## config.mk

```make
export PLATFORM = sky130hd
export DESIGN_NAME = io_irq_top
export DESIGN_NICKNAME = d
export VERILOG_FILES = /design/src/logic/io_irq_pkg.sv /design/src/logic/io_irq_top.sv /design/src/logic/interrupter.sv /design/src/logic/io_timer.sv /design/src/logic/uart_rx_fsm.sv
export VERILOG_INCLUDE_DIRS = /design/src /design/src/logic
export SDC_FILE = /design/constraint.sdc
export NUM_CORES = 1
export LEC_CHECK = 0
export BUFFER_PORTS_ARGS = -buffer_cell sky130_fd_sc_hd__clkbuf_2
export CORE_AREA = 2 2 131 133
export CTS_CLUSTER_DIAMETER = 100
export CTS_CLUSTER_SIZE = 40
export DETAILED_ROUTE_END_ITERATION = 10
export DIE_AREA = 0 0 133 135
export GPL_TIMING_DRIVEN = 1
export PLACE_DENSITY_LB_ADDON = 0.05
export SETUP_SLACK_MARGIN = 0.5
export SYNTH_ARGS = -nofsm -noshare
export SYNTH_HDL_FRONTEND = slang
export SYNTH_HIERARCHICAL = 1
export SYNTH_SLANG_ARGS = --single-unit
```

## constraint.sdc

```tcl
create_clock -name clk -period 3 [get_ports clk]
set_input_delay 0.6 -clock clk [delete_from_list [all_inputs] [get_ports clk]]
set_output_delay 0.6 -clock clk [all_outputs]
set_load 0.02 [all_outputs]
```

## src/logic/io_irq_cfg.svh

```systemverilog
/*
 * I/O interrupt subsystem configuration
 * register map of the I/O port and UART bit timing
 */
`ifndef IO_IRQ_CFG_SVH
`define IO_IRQ_CFG_SVH

// number of interrupt sources, also width of enable and status
`define IRQ_SRC_NUM 3

// interrupter registers
`define SYS_INT_ENABLE 14'h3E80
`define SYS_INT_STATUS 14'h3E81

// UART receive data, flags in bits 9:8
`define UART_RXDATA 14'h3E90

// timer registers
`define TMR_CTRL  14'h3EA0
`define TMR_COUNT 14'h3EA1
`define TMR_CMP   14'h3EA2

// clocks per serial bit
`define UART_CLKS_PER_BIT 8

`endif
```

## src/logic/io_irq_pkg.sv

```systemverilog
/*
 * I/O interrupt subsystem shared types
 * bus word address, interrupt source positions and UART receive states
 */
`default_nettype none

package io_irq_pkg;

	// word address of the I/O port, byte offset bits dropped
	typedef logic [15:2] io_adr_t;

	// bit position of each source in the enable and status words
	typedef enum logic [1:0] {
		IRQ_RX   = 2'd0,
		IRQ_INT0 = 2'd1,
		IRQ_TMR  = 2'd2
	} irq_src_e;

	// UART receive FSM
	typedef enum logic [1:0] {
		IDLE  = 2'd0,
		START = 2'd1,
		DATA  = 2'd2,
		STOP  = 2'd3
	} uart_state_e;

endpackage

`default_nettype wire

```

## src/logic/io_irq_top.sv

```systemverilog
/*
 * I/O interrupt subsystem top
 * UART receiver, timer and interrupter on one read chain
 */
`default_nettype none

module io_irq_top (
	input  wire logic                clk,
	input  wire logic                rst_n,
	input  wire logic                int0,
	input  wire logic                rx,
	input  wire logic                csr_meie,
	input  wire logic                io_we,
	input  wire io_irq_pkg::io_adr_t io_wadr,
	input  wire logic [31:0]         io_wdata,
	input  wire logic                io_radr_en,
	input  wire io_irq_pkg::io_adr_t io_radr,
	input  wire logic [31:0]         io_rdata_in,
	output logic [31:0]              io_rdata,
	output logic                     g_interrupt,
	output logic                     g_interrupt_1shot
);

	logic [31:0] uart_rdata;
	logic [31:0] tmr_rdata;
	logic        rx_1shot;
	logic        tmr_1shot;

	// chain order: uart, timer, interrupter
	uart_rx_fsm u_uart_rx (
		.clk        (clk),
		.rst_n      (rst_n),
		.rx         (rx),
		.io_radr_en (io_radr_en),
		.io_radr    (io_radr),
		.rdata_in   (io_rdata_in),
		.rdata      (uart_rdata),
		.rx_1shot   (rx_1shot)
	);

	io_timer u_timer (
		.clk        (clk),
		.rst_n      (rst_n),
		.io_we      (io_we),
		.io_wadr    (io_wadr),
		.io_wdata   (io_wdata),
		.io_radr_en (io_radr_en),
		.io_radr    (io_radr),
		.rdata_in   (uart_rdata),
		.rdata      (tmr_rdata),
		.tmr_1shot  (tmr_1shot)
	);

	interrupter u_interrupter (
		.clk               (clk),
		.rst_n             (rst_n),
		.int0              (int0),
		.rx_1shot          (rx_1shot),
		.tmr_1shot         (tmr_1shot),
		.csr_meie          (csr_meie),
		.io_we             (io_we),
		.io_wadr           (io_wadr),
		.io_wdata          (io_wdata),
		.io_radr_en        (io_radr_en),
		.io_radr           (io_radr),
		.rdata_in          (tmr_rdata),
		.rdata             (io_rdata),
		.g_interrupt       (g_interrupt),
		.g_interrupt_1shot (g_interrupt_1shot)
	);

endmodule

`default_nettype wire

```

## src/logic/interrupter.sv

```systemverilog
/*
 * Interrupter
 * int0 synchronizer, per-source enable and status registers,
 * level and single-cycle global interrupt toward the core
 */
`default_nettype none
`include "io_irq_cfg.svh"

module interrupter (
	input  wire logic                clk,
	input  wire logic                rst_n,
	input  wire logic                int0,
	input  wire logic                rx_1shot,
	input  wire logic                tmr_1shot,
	input  wire logic                csr_meie,
	input  wire logic                io_we,
	input  wire io_irq_pkg::io_adr_t io_wadr,
	input  wire logic [31:0]         io_wdata,
	input  wire logic                io_radr_en,
	input  wire io_irq_pkg::io_adr_t io_radr,
	input  wire logic [31:0]         rdata_in,
	output logic [31:0]              rdata,
	output logic                     g_interrupt,
	output logic                     g_interrupt_1shot
);

	localparam int N = `IRQ_SRC_NUM;

	logic [2:0]   int0_sync;
	logic         int0_1shot;
	logic [N-1:0] src_pulse;
	logic [N-1:0] int_enable;
	logic [N-1:0] int_status;
	logic [N-1:0] status_set;
	logic [N-1:0] status_clr;
	logic         we_enable;
	logic         we_status;
	logic         re_enable;
	logic         re_status;
	logic         re_enable_dly;
	logic         re_status_dly;
	logic         g_interrupt_dly;

	// two flops against metastability, third for the edge
	always_ff @(posedge clk or negedge rst_n) begin
		if (!rst_n)
			int0_sync <= 3'b000;
		else
			int0_sync <= {int0_sync[1:0], int0};
	end

	assign int0_1shot = int0_sync[1] & ~int0_sync[2];

	assign src_pulse[io_irq_pkg::IRQ_RX]   = rx_1shot;
	assign src_pulse[io_irq_pkg::IRQ_INT0] = int0_1shot;
	assign src_pulse[io_irq_pkg::IRQ_TMR]  = tmr_1shot;

	assign we_enable = io_we & (io_wadr == `SYS_INT_ENABLE);
	assign we_status = io_we & (io_wadr == `SYS_INT_STATUS);
	assign re_enable = io_radr_en & (io_radr == `SYS_INT_ENABLE);
	assign re_status = io_radr_en & (io_radr == `SYS_INT_STATUS);

	always_ff @(posedge clk or negedge rst_n) begin
		if (!rst_n)
			int_enable <= '0;
		else if (we_enable)
			int_enable <= io_wdata[N-1:0];
	end

	// write 0 clears a bit, write 1 keeps it
	assign status_clr = {N{we_status}} & ~io_wdata[N-1:0];
	assign status_set = {N{csr_meie}} & int_enable & src_pulse;

	// clear wins over a set in the same cycle
	always_ff @(posedge clk or negedge rst_n) begin
		if (!rst_n)
			int_status <= '0;
		else
			int_status <= (int_status | status_set) & ~status_clr;
	end

	assign g_interrupt = |int_status;

	always_ff @(posedge clk or negedge rst_n) begin
		if (!rst_n) begin
			g_interrupt_dly <= 1'b0;
			re_enable_dly   <= 1'b0;
			re_status_dly   <= 1'b0;
		end else begin
			g_interrupt_dly <= g_interrupt;
			re_enable_dly   <= re_enable;
			re_status_dly   <= re_status;
		end
	end

	assign g_interrupt_1shot = g_interrupt & ~g_interrupt_dly;

	assign rdata = re_enable_dly ? {{(32 - N){1'b0}}, int_enable} :
	               re_status_dly ? {{(32 - N){1'b0}}, int_status} : rdata_in;

endmodule

`default_nettype wire

```

## src/logic/io_timer.sv

```systemverilog
/*
 * I/O timer
 * free-running 32-bit counter with a compare register and
 * a one-cycle match pulse, all registers readable on the chain
 */
`default_nettype none
`include "io_irq_cfg.svh"

module io_timer (
	input  wire logic                clk,
	input  wire logic                rst_n,
	input  wire logic                io_we,
	input  wire io_irq_pkg::io_adr_t io_wadr,
	input  wire logic [31:0]         io_wdata,
	input  wire logic                io_radr_en,
	input  wire io_irq_pkg::io_adr_t io_radr,
	input  wire logic [31:0]         rdata_in,
	output logic [31:0]              rdata,
	output logic                     tmr_1shot
);

	logic [31:0] tmr_ctrl;
	logic [31:0] tmr_count;
	logic [31:0] tmr_cmp;
	logic        tmr_en;
	logic        we_ctrl;
	logic        we_count;
	logic        we_cmp;
	logic [2:0]  re_sel;
	logic [2:0]  re_sel_dly;

	assign we_ctrl  = io_we & (io_wadr == `TMR_CTRL);
	assign we_count = io_we & (io_wadr == `TMR_COUNT);
	assign we_cmp   = io_we & (io_wadr == `TMR_CMP);

	// only bit 0 has a function, the rest is kept for readback
	assign tmr_en = tmr_ctrl[0];

	always_ff @(posedge clk or negedge rst_n) begin
		if (!rst_n) begin
			tmr_ctrl <= 32'd0;
			tmr_cmp  <= 32'd0;
		end else begin
			if (we_ctrl)
				tmr_ctrl <= io_wdata;
			if (we_cmp)
				tmr_cmp <= io_wdata;
		end
	end

	// load has priority over counting
	always_ff @(posedge clk or negedge rst_n) begin
		if (!rst_n)
			tmr_count <= 32'd0;
		else if (we_count)
			tmr_count <= io_wdata;
		else if (tmr_en)
			tmr_count <= tmr_count + 32'd1;
	end

	// count moves on next cycle, so one cycle only
	assign tmr_1shot = tmr_en & (tmr_count == tmr_cmp);

	// read select, one-hot
	assign re_sel[0] = io_radr_en & (io_radr == `TMR_CTRL);
	assign re_sel[1] = io_radr_en & (io_radr == `TMR_COUNT);
	assign re_sel[2] = io_radr_en & (io_radr == `TMR_CMP);

	always_ff @(posedge clk or negedge rst_n) begin
		if (!rst_n)
			re_sel_dly <= 3'b000;
		else
			re_sel_dly <= re_sel;
	end

	assign rdata = re_sel_dly[0] ? tmr_ctrl  :
	               re_sel_dly[1] ? tmr_count :
	               re_sel_dly[2] ? tmr_cmp   : rdata_in;

endmodule

`default_nettype wire

```

## src/logic/uart_rx_fsm.sv

```systemverilog
/*
 * UART receiver
 * samples rx mid-bit, assembles one byte LSB first and
 * reports it with valid and framing flags on the I/O read chain
 */
`default_nettype none
`include "io_irq_cfg.svh"

module uart_rx_fsm (
	input  wire logic                clk,
	input  wire logic                rst_n,
	input  wire logic                rx,
	input  wire logic                io_radr_en,
	input  wire io_irq_pkg::io_adr_t io_radr,
	input  wire logic [31:0]         rdata_in,
	output logic [31:0]              rdata,
	output logic                     rx_1shot
);

	localparam int CNT_W = $clog2(`UART_CLKS_PER_BIT + 1);
	localparam logic [CNT_W-1:0] HALF_BIT = CNT_W'(`UART_CLKS_PER_BIT / 2 - 1);
	localparam logic [CNT_W-1:0] FULL_BIT = CNT_W'(`UART_CLKS_PER_BIT - 1);

	io_irq_pkg::uart_state_e state;
	logic [2:0]       rx_sync;
	logic [CNT_W-1:0] bit_cnt;
	logic [2:0]       bit_idx;
	logic [7:0]       shift_reg;
	logic [7:0]       rx_data;
	logic             rx_valid;
	logic             frame_err;
	logic             re_rxdata;
	logic             re_rxdata_dly;
	logic             rx_fall;
	logic             bit_done;

	// rx is asynchronous, extra stage for edge detect
	always_ff @(posedge clk or negedge rst_n) begin
		if (!rst_n)
			rx_sync <= 3'b000;
		else
			rx_sync <= {rx_sync[1:0], rx};
	end

	assign rx_fall  = rx_sync[2] & ~rx_sync[1];
	assign bit_done = (bit_cnt == FULL_BIT);

	always_ff @(posedge clk or negedge rst_n) begin
		if (!rst_n) begin
			state    <= io_irq_pkg::IDLE;
			bit_cnt  <= '0;
			bit_idx  <= 3'd0;
			rx_1shot <= 1'b0;
		end else begin
			rx_1shot <= 1'b0;
			case (state)
				io_irq_pkg::IDLE: begin
					bit_cnt <= '0;
					bit_idx <= 3'd0;
					if (rx_fall)
						state <= io_irq_pkg::START;
				end
				io_irq_pkg::START: begin
					// recheck the start bit at its middle
					if (bit_cnt == HALF_BIT) begin
						bit_cnt <= '0;
						state   <= rx_sync[1] ? io_irq_pkg::IDLE : io_irq_pkg::DATA;
					end else begin
						bit_cnt <= bit_cnt + CNT_W'(1);
					end
				end
				io_irq_pkg::DATA: begin
					if (bit_done) begin
						bit_cnt <= '0;
						bit_idx <= bit_idx + 3'd1;
						if (bit_idx == 3'd7)
							state <= io_irq_pkg::STOP;
					end else begin
						bit_cnt <= bit_cnt + CNT_W'(1);
					end
				end
				io_irq_pkg::STOP: begin
					if (bit_done) begin
						bit_cnt  <= '0;
						rx_1shot <= rx_sync[1];
						state    <= io_irq_pkg::IDLE;
					end else begin
						bit_cnt <= bit_cnt + CNT_W'(1);
					end
				end
				default: state <= io_irq_pkg::IDLE;
			endcase
		end
	end

	// LSB arrives first
	always_ff @(posedge clk or negedge rst_n) begin
		if (!rst_n)
			shift_reg <= 8'd0;
		else if (state == io_irq_pkg::DATA && bit_done)
			shift_reg <= {rx_sync[1], shift_reg[7:1]};
	end

	assign re_rxdata = io_radr_en & (io_radr == `UART_RXDATA);

	// a new byte wins over a clearing read
	always_ff @(posedge clk or negedge rst_n) begin
		if (!rst_n) begin
			rx_data       <= 8'd0;
			rx_valid      <= 1'b0;
			frame_err     <= 1'b0;
			re_rxdata_dly <= 1'b0;
		end else begin
			re_rxdata_dly <= re_rxdata;
			if (state == io_irq_pkg::STOP && bit_done) begin
				if (rx_sync[1]) begin
					rx_data  <= shift_reg;
					rx_valid <= 1'b1;
				end else begin
					frame_err <= 1'b1;
				end
			end else if (re_rxdata_dly) begin
				rx_valid  <= 1'b0;
				frame_err <= 1'b0;
			end
		end
	end

	assign rdata = re_rxdata_dly ? {22'd0, frame_err, rx_valid, rx_data} : rdata_in;

endmodule

`default_nettype wire

```

# Yosys cells after proc, flatten, opt, wreduce, memory -nomap -nowiden
# Index checks and enable logic that the tools add are counted.
dict set report word_totals {
  reg_bits 143
  in_bits 99
  output_inout_bits 34
}
dict set report op_classes {
  addsub 3
  n_eq_ne 25
  mux 27
  bitwise_logic 25
  reduce_logical 13
}
# cell count
set ops {}
lappend ops {{32-bit two-way mux} 8}
lappend ops {{14-bit equality test, second input constant} 11}
lappend ops {{32-bit by 1-bit adder with 32-bit output, second input constant} 1}
lappend ops {{32-bit equality test} 1}
lappend ops {{1-bit AND} 15}
lappend ops {{3-bit AND} 4}
lappend ops {{2-bit two-way mux} 6}
lappend ops {{2-bit by 1-bit != test with 1-bit output, second input constant} 6}
lappend ops {{4-bit one-hot mux with 3 select lines} 1}
lappend ops {{4-bit two-way mux} 2}
lappend ops {{2-bit one-hot mux with 4 select lines} 1}
lappend ops {{2-bit AND reduction} 4}
lappend ops {{1-bit two-way mux} 7}
lappend ops {{3-bit NOT} 2}
lappend ops {{3-bit one-hot mux with 2 select lines} 1}
lappend ops {{2-bit nonzero test} 3}
lappend ops {{5-bit AND reduction} 1}
lappend ops {{4-bit by 1-bit adder with 4-bit output, second input constant} 1}
lappend ops {{2-bit equality test, second input constant} 2}
lappend ops {{4-bit by 2-bit equality test with 1-bit output, second input constant} 1}
lappend ops {{4-bit by 3-bit equality test with 1-bit output, second input constant} 1}
lappend ops {{3-bit by 1-bit adder with 3-bit output, second input constant} 1}
lappend ops {{3-bit equality test, second input constant} 1}
lappend ops {{3-bit two-way mux} 1}
lappend ops {{other kinds (8)} 11}

# Longest topological paths before layout
# Gate-level depths: netlist (run 1).
dict set report depth {
  word_depth 6
  mapped_depth 8
}

# Cells and area by module
# The synthesis (run 1) kept the hierarchy.
# module instances cells_per_inst area_each_um2
set modules_own_cells {}
lappend modules_own_cells {io_timer 1 571 5685.5}
lappend modules_own_cells {uart_rx_fsm 1 139 1641.6}
lappend modules_own_cells {interrupter 1 84 772.0}

# Worst setup path before layout (run 1)
# Ideal clock, no wire load.
dict set report synth_timing {
  path_kind {register to output}
  startpoint {register u_timer.re_sel_dly[2]}
  endpoint {output io_rdata[1]}
  t_arrival_ps 1928
  required_time_ps 2400
  path_slack_ps 472
  path_stages_with_launch 9
  cell_sequence {dfrtp_1 > clkbuf_1 > buf_1 > mux2i_1 > nor2_1 > a21oi_1 > o21ai_0 > mux2i_1 > o21ai_0}
}
dict set report synth_between {
  elab_chain_len 5
}
# element line_no
set synth_rtl {}
lappend synth_rtl {{from (decl)} io_timer.sv:30} ;# logic [2:0] re_sel_dly;
lappend synth_rtl {{from (signal assigned)} io_timer.sv:73} ;# re_sel_dly <= re_sel;
lappend synth_rtl {{32-bit two-way mux} io_timer.sv:78} ;# re_sel_dly[2] ? tmr_cmp : rdata_in;
lappend synth_rtl {{32-bit two-way mux} io_timer.sv:77} ;# re_sel_dly[1] ? tmr_count :
lappend synth_rtl {{32-bit two-way mux} io_timer.sv:76} ;# assign rdata = re_sel_dly[0] ? tmr_ctrl :
lappend synth_rtl {{net tmr_rdata[1]} io_irq_top.sv:25} ;# logic [31:0] tmr_rdata;
lappend synth_rtl {{32-bit two-way mux} interrupter.sv:99} ;# re_status_dly ? {{(32 - N){1'b0}}, int_status} : rdata_in;
lappend synth_rtl {{32-bit two-way mux} interrupter.sv:98} ;# assign rdata = re_enable_dly ? {{(32 - N){1'b0}}, int_enable} :
lappend synth_rtl {{to (decl)} io_irq_top.sv:19} ;# output logic [31:0] io_rdata,
# The timed path passes the listed nets, and every way through them passes these cells.

# Final worst setup path (run 1)
dict set report layout_timing {
  startpoint {register u_uart_rx.re_rxdata_dly}
  endpoint {output io_rdata[2]}
}
dict set report layout_between {
  elab_chain_len 6
}
# element line_no
set layout_rtl {}
lappend layout_rtl {{from (decl)} uart_rx_fsm.sv:33} ;# logic re_rxdata_dly;
lappend layout_rtl {{from (signal assigned)} uart_rx_fsm.sv:114} ;# re_rxdata_dly <= re_rxdata;
lappend layout_rtl {{32-bit two-way mux} uart_rx_fsm.sv:129} ;# assign rdata = re_rxdata_dly ? {22'd0, frame_err, rx_valid, rx_data} : rdata_in;
lappend layout_rtl {{net uart_rdata[2]} io_irq_top.sv:24} ;# logic [31:0] uart_rdata;
lappend layout_rtl {{32-bit two-way mux} io_timer.sv:78}
lappend layout_rtl {{32-bit two-way mux} io_timer.sv:77}
lappend layout_rtl {{32-bit two-way mux} io_timer.sv:76}
lappend layout_rtl {{net tmr_rdata[2]} io_irq_top.sv:25}
lappend layout_rtl {{32-bit two-way mux} interrupter.sv:99}
lappend layout_rtl {{32-bit two-way mux} interrupter.sv:98}
# The timed path passes the listed nets, and every way through them passes these cells.

==> results.txt, run 1 <==
- Setup repair after global routing could not meet its margin everywhere.
* Clock edge transition at the registers on the reported setup and hold paths: 0.06 ns
- Worst Path Arrival: 2.11 ns
- The flow ran to the end, and the final reports show no timing, DRC or antenna violations.
* HPWL after DPL: 14.2 mm
- Global-route wire length before repair: 32.6 mm
- Yosys printed 6 warnings.
- DR pass1 iterations: 5
- In this run the biggest area consumer among cell types represents 44.2% of the synthesized area.
- Leaving out fill and tap cells, the most frequent cells in the layout are sky130_fd_sc_hd__dfrtp_1, sky130_fd_sc_hd__clkbuf_2, sky130_fd_sc_hd__mux2_2.
* Most frequent standard cell in the layout excluding fill and tap cells: sky130_fd_sc_hd__dfrtp_1
- Sequential elements use 44.2% of the synthesized area.
* Relative max-transition margin: 56.7%
* Number of buffers on the longest clock path: 2
* Post-synth net total: 897
- In this run, synthesis produced a sequential element count of 143.
- I/O Buffers: 132
* GP Congestion: 0.818
* Data required time at the worst endpoint: 2.40 ns
* Count of H-tree levels built during CTS: 4
- Averaged over all synthesized cells, the footprint is 10.2 um^2.
- The mapped netlist covers 8100 um^2.
* Placement Cell Area: 8960 um^2
- In this run the static leakage power is 0.00444 uW.
- TritonCTS built the clock tree.
- Maximum number of pins on one net before global-route repair: 65
* Top flip-flop cell by instance count after synthesis: sky130_fd_sc_hd__dfrtp_1
* Drt total wl: 20.1 mm
- Worst min-delay path category: in2async
* Largest registers: u_timer/tmr_cmp: 32 flops, u_timer/tmr_count: 32 flops, u_timer/tmr_ctrl: 32 flops
- The repair_antennas step left the layout with diodes totalling 0.
- Number of antenna violations at the first check in global routing: 0
- Using the TritonRoute via totals, the vias-per-cell ratio works out to 5.43.
- The largest total area in the synthesized netlist belongs to sky130_fd_sc_hd__dfrtp_1.
- For the worst-skew pair, the clock arrives at the later sink with an insertion delay of 0.42 ns.
- Path type of the worst setup path: reg2out
- For this run, the post-layout net count is 1027.
- In this run the vertical extent of the chip is 135 um.
- Fraction of layout instances using a drive strength above 1: 32.9%
- Measured along the x axis, the die boundary spans 133 um.
- CTS placed an instance of sky130_fd_sc_hd__clkbuf_16 at the clock tree root.
* Post-route clock period utilization: 90.3%
- For the pin with the worst max-slew slack, the measured transition is 0.649 ns.
- Average wire length per cell after detail routing: 17.4 um
- The die covers 18000 um^2.
- Along the worst path, the maximum fanout reaches 3.
* Synth async-reset ratio: 100%
* Number of standard cells after synthesis: 794
* CTS sink cnt: 143
- Final setup violation count: 0
- The initialized floorplan defines 47 standard-cell rows.
* Initial DRC count: 324
- Detailed routing inserted a total of 6277 vias.
* Final worst setup slack: 0.290 ns
- Relative to the synthesized area, the layout overhead comes to 21.6%.
- Skew final: 0.00775 ns
- The finished cells cover 9850 um^2.
- Total routing usage reported by global routing: 23.2%
* PD cells: 513 nW/um^2
* TritonCTS Buffers: 17
- For this design, the CTS-stage hold fixing added 0 buffers.
- Via count of the first global-routing pass: 6295
* Setup tns final: 0 ns
- Sort of element at the end of the critical path: output pin
- Leading post-synthesis cells by cell area: sky130_fd_sc_hd__dfrtp_1, sky130_fd_sc_hd__mux2_2, sky130_fd_sc_hd__mux2i_1
- In this run the count of I/O pins placed on the die edge is 133.
- Placement Setup Slack: 0.440 ns
- Yosys mapped a number of flops with a built-in enable equal to 0.
- The number of hold violations in the final report came to 0.
- Number of distinct standard cells referenced by the synthesized netlist: 54
- The number of max-slew violations in the final report was 0.
- Crit path time final: 2.71 ns
* Worst VDD drop: 0.381 mV
* Antenna-violating nets left: 0
* Number of remaining DRC errors: 0
- Placed Cells: 1116
- Once the floorplan was initialized, standard cells occupied 49.4% of the core.
- Post-Route Hold Slack: 0.139 ns
* Launching element type of the critical path: register
* Fin cells: 1157
- Max-cap violations in this run came to 0.
- The total overflow left after global routing is 0.
* Area of the core: 16400 um^2
- Based on the critical path, the design can be clocked at up to 0.369 GHz.
## metrics by stage
stage | util [%] | power, uW
global route | 60.0 | 5280
floorplan | - | 2500
detailed placement | 54.6 | 2740
finish | 60.0 | 5050
global placement | 54.6 | 2720
CTS | 59.5 | 5090
## critical path, cell delays in order (launching register included)
cell and delay, ns:
sky130_fd_sc_hd__dfrtp_2 0.38, sky130_fd_sc_hd__buf_4 0.15, sky130_fd_sc_hd__mux2_2 0.34, sky130_fd_sc_hd__mux2i_1 0.12, sky130_fd_sc_hd__nor2_1 0.05, sky130_fd_sc_hd__a21oi_1 0.14
sky130_fd_sc_hd__o21ai_1 0.09, sky130_fd_sc_hd__mux2i_1 0.13, sky130_fd_sc_hd__o21ai_0 0.10, sky130_fd_sc_hd__clkbuf_4 0.19
## synthesized netlist by cell type (2+ instances only)
master / n
sky130_fd_sc_hd__clkbuf_2: 2
sky130_fd_sc_hd__buf_2: 11
sky130_fd_sc_hd__and3b_1: 2
sky130_fd_sc_hd__nor4_4: 3
sky130_fd_sc_hd__clkbuf_1: 19
sky130_fd_sc_hd__mux2i_1: 37
sky130_fd_sc_hd__nor4_1: 6
sky130_fd_sc_hd__or3_1: 4
sky130_fd_sc_hd__and3_1: 9
sky130_fd_sc_hd__nand3_1: 13
sky130_fd_sc_hd__buf_6: 6
sky130_fd_sc_hd__nand2b_1: 2
sky130_fd_sc_hd__nor2_1: 70
sky130_fd_sc_hd__mux2_1: 2
sky130_fd_sc_hd__nand2_1: 53
sky130_fd_sc_hd__nand4_1: 22
sky130_fd_sc_hd__inv_1: 6
sky130_fd_sc_hd__buf_1: 9
sky130_fd_sc_hd__nor3_1: 5
sky130_fd_sc_hd__a21oi_1: 71
sky130_fd_sc_hd__nor4_2: 2
sky130_fd_sc_hd__and2_1: 31
sky130_fd_sc_hd__xnor2_1: 34
sky130_fd_sc_hd__nand3b_1: 3
sky130_fd_sc_hd__a31oi_1: 5
sky130_fd_sc_hd__xor2_1: 28
sky130_fd_sc_hd__ha_1: 4
sky130_fd_sc_hd__a22oi_1: 2
sky130_fd_sc_hd__nand4b_1: 6
sky130_fd_sc_hd__o21ai_0: 44
sky130_fd_sc_hd__dfrtp_1: 143
sky130_fd_sc_hd__mux2_4: 11
sky130_fd_sc_hd__mux2_2: 80
sky130_fd_sc_hd__nor2b_1: 29
## area by class of cell
type,count,area (um^2)
clock buffer,22,464
clock inverter,10,184
fill,1429,6560
inverter,6,22.5
multi-input combinational,598,4320
sequential,143,3590
tap,220,275
timing repair buffer,158,995
## routing by layer
layer  vias to the layer above  part of all wire (%)  GRT usage, %
li1                       3041                     -             -
met1                      3100                    46          29.9
met2                       118                    50          40.5
met3                        18                   3.4          4.28
met4                         0                   1.1          5.68
met5                         -                     0             0
## path summary, 6_finish.rpt
path	start	endpoint	slack, ns	cells past startpoint
hold reg to reg	u_interrupter/int0_sync[0]	u_interrupter/int0_sync[1]	0.35	0
min in group clk	rx	u_uart_rx/rx_sync[0]	0.29	1
setup reg to reg	u_timer/tmr_count[13]	u_interrupter/int_status[2]	0.69	7
setup / recovery	u_uart_rx/re_rxdata_dly	io_rdata[2]	0.29	9
hold / removal	rst_n	u_timer/tmr_ctrl[13]	0.14	1
max in group asynchronous	rst_n	u_timer/tmr_cmp[0]	2.12	2
## where the power goes
part	total, uW	switching (uW)	internal [uW]	leakage [uW]
Combinational	584	308	276	0.00233
Clock	2330	814	1520	0.000310
Sequential	2140	123	2010	0.00180
## kinds of logic after synthesis
group	share of synthesized area (%)
xor+xnor	6.70
buf+inv	3.21
fa+ha+maj	0.618
flops	44.2
simple gates	19.3
compound gates	7.99
mux	18.0
## what timing repair did
item / 4_1_cts / 5_1_grt
setup buffers: 6 / 3
endpoints found under the setup margin: 32 / 33
gates cloned: 0 / 0
pin swaps: 0 / 4
gates resized for setup: 41 / 37
Note: power is estimated with default switching activity, not from simulation.
==> run 2: changes to the inputs <==
- clock period: 3 -> 3.5 ns (I/O delays scaled with it)
==> run 2 against run 1 <==
Against the previous run: cell area down 2.6%; power down 17%; register-to-register slack improved by 0.35 ns; sequential power is 14% lower; largest cell class unchanged; flip-flop and latch count is the same; combinational power decreased by 16%; die area stayed put.
==> results.txt, run 2 (synthesis gave the netlist of run 1 again) <==
- The number of antenna diodes in the final layout is 0.
- Overall power consumption after layout is estimated at 4190 uW.
- Skew final: 0.0115 ns
- 133 I/O pins were placed.
* Average vias per placed instance: 5.47
- Launching element type of the critical path: register
* Buffer type at the clock tree root: sky130_fd_sc_hd__clkbuf_16
- Critical Path Fanout Max: 15
* Post-route clock period utilization: 82.1%
- Number of remaining DRC errors: 0
- Floorplan die height: 135 um
- The first global-routing pass estimated 32.9 mm of wire.
- In this run the remaining antenna-violating nets after routing total 0.
* Hold-critical path depth: 0
- I/O Buffers: 132
- In this run the number of H-tree levels came out at 4.
- In this run the worst hold path is classified as reg2reg.
- Effective utilization at floorplan: 49.4%
- Setup tns final: 0 ns
- Summed over all layers, the global routing overflow is 0.
* Fraction of layout instances using a drive strength above 1: 31.4%
- Dividing total power by cell area gives a power density of 437 nW/um^2.
* Die area: 18000 um^2
- The critical path in this run is classified as reg2out.
- Result of the run: finished, final reports clean
* Max-slew violation total from the final report: 0
- Counting every sink on the clock net gives 143.
* Area of the core: 16400 um^2
- Registers take 3590 um^2.
- No sink is reached through more buffers than the 2 on the longest clock path.
- Standby leakage power: 0.00431 uW
- Setup repair after global routing could not meet its margin everywhere.
- After detailed routing, the average wire length per cell comes to 17.3 um.
- Relative max-transition margin: 35.2%
* Die X: 133 um
* DR pass1 iterations: 5
- After routing the design area is 9590 um^2.
- Setup violations remaining at the end of the flow were counted as 0.
- The smallest clock period supported by the final layout is computed as 2.87 ns.
- Drt total wl: 19.8 mm
- Data required time at the worst endpoint: 2.80 ns
* Placement Cell Area: 8910 um^2
- The library cell used most frequently in the layout, excluding fill and tap cells, is sky130_fd_sc_hd__dfrtp_1.
- Max-cap violations in this run came to 0.
- Cells fill 58.4% of the core in the end.
- HPWL after DPL: 13.8 mm
- In this run the core area contains 47 standard-cell rows.
- Largest registers: u_timer/tmr_cmp: 32 flops, u_timer/tmr_count: 32 flops, u_timer/tmr_ctrl: 32 flops
- The startpoint identified for the worst register-to-register timing path is u_timer/tmr_count[5].
- Via count of the first global-routing pass: 6312
- Setup slack on the worst reg-to-reg path comes out at 1.04 ns.
* Worst Path Arrival: 2.17 ns
- The congestion estimate from routability-driven global placement came to 0.805.
- Clock latency on the worst-skew pair, taken at its later pin, is 0.42 ns.
- Critical register-to-register path endpoint: u_interrupter/int_status[2]
- Leaving out fill and tap cells, the most frequent cells in the layout are sky130_fd_sc_hd__dfrtp_1, sky130_fd_sc_hd__clkbuf_2, sky130_fd_sc_hd__mux2_2.
- The initial antenna violation count came to 1.
- Initial DRC count: 303
- Hold path endpoint: u_interrupter/int0_sync[1]
- Maximum number of pins on one net before global-route repair: 103
- Worst r2r path cells: 7
- Slew of the pin with the lowest slew margin: 0.971 ns
- The number of clock buffers added by TritonCTS is 17.
- Counting the fill cells in the layout gives 1413.
* Final hold violation count: 0
- Clock tree from TritonCTS: built
- In the final layout, the multi-input gates occupy 4260 um^2.
* Post-Route Hold Slack: 0.347 ns
- Summing over every cut layer, the via total after detailed routing is 6266.
* Worst VDD drop: 0.332 mV
- Total number of nets in the final design: 1016
- Based on the critical path, the design can be clocked at up to 0.348 GHz.
- Global routing consumed, over all layers together, 23.3% of the routing resources.
* Clock edge transition at the registers on the reported setup and hold paths: 0.06 ns
* Sort of element at the end of the critical path: output pin
- The startpoint identified for the worst hold timing path is u_interrupter/int0_sync[0].
* Layout overhead on the synthesized area: 18.4%
[run 2: where the power goes]
group | internal (uW) | switching, uW | total (uW)
combinational | 225 | 263 | 488
sequential | 1730 | 105 | 1830
clock | 1160 | 714 | 1870
[run 2: layout make-up]
class	instances	share of cell area [%]
clock buffers	19	4.72
clock inverters	13	1.68
inverters	6	0.235
multi-input cells	598	44.5
flip-flops and latches	143	37.4
well taps	220	2.87
repair buffers	147	8.60
[run 2: worst max-delay path by stage]
stage                       startpoint                  end  slack (ns)  cells past startpoint
2_1_floorplan    u_timer/re_sel_dly[2]          io_rdata[1]        0.87                      8
3_3_place_gp                io_wadr[3]  u_timer/tmr_cmp[23]        0.67                      5
6_report       u_uart_rx/re_rxdata_dly         io_rdata[31]        0.63                      9
4_1_cts        u_uart_rx/re_rxdata_dly          io_rdata[4]        0.45                      8
3_5_place_dp                io_wadr[3]   u_timer/tmr_cmp[7]        0.63                      5
5_1_grt          u_timer/re_sel_dly[2]          io_rdata[2]        0.49                      8
[run 2: metal layers]
layer,up-vias,part of all wire (%),wire [um],global-route usage (%)
met5,-,0.066,13,0
met4,2,1.4,284,6.81
met3,26,4.3,846,5.48
met2,142,49,9760,38.9
met1,3064,45,8880,30.4
li1,3032,-,-,-
[run 2: what timing repair did]
item / CTS / global route
pin swaps: 0 / 0
gates resized for setup: 2 / 4
setup buffers: 0 / 3
setup endpoints to repair: 12 / 14
hold buffers: 0 / 0
[run 2: stage by stage]
stage               cells  worst slack (ns)
floorplan             794             0.872
global placement     1111             0.668
detailed placement   1111             0.630
CTS                  1143             0.455
global route         1146             0.485
finish               1146             0.627
[run 2: critical path, cell delays in order, from the launching register on]
cell                       delay (ns)
sky130_fd_sc_hd__dfrtp_2         0.46
sky130_fd_sc_hd__buf_4           0.15
sky130_fd_sc_hd__buf_4           0.19
sky130_fd_sc_hd__nor2b_1         0.22
sky130_fd_sc_hd__mux2i_1         0.10
sky130_fd_sc_hd__nor2_1          0.10
sky130_fd_sc_hd__a21oi_1         0.07
sky130_fd_sc_hd__o21ai_0         0.16
sky130_fd_sc_hd__and2_1          0.14
sky130_fd_sc_hd__clkbuf_2        0.16
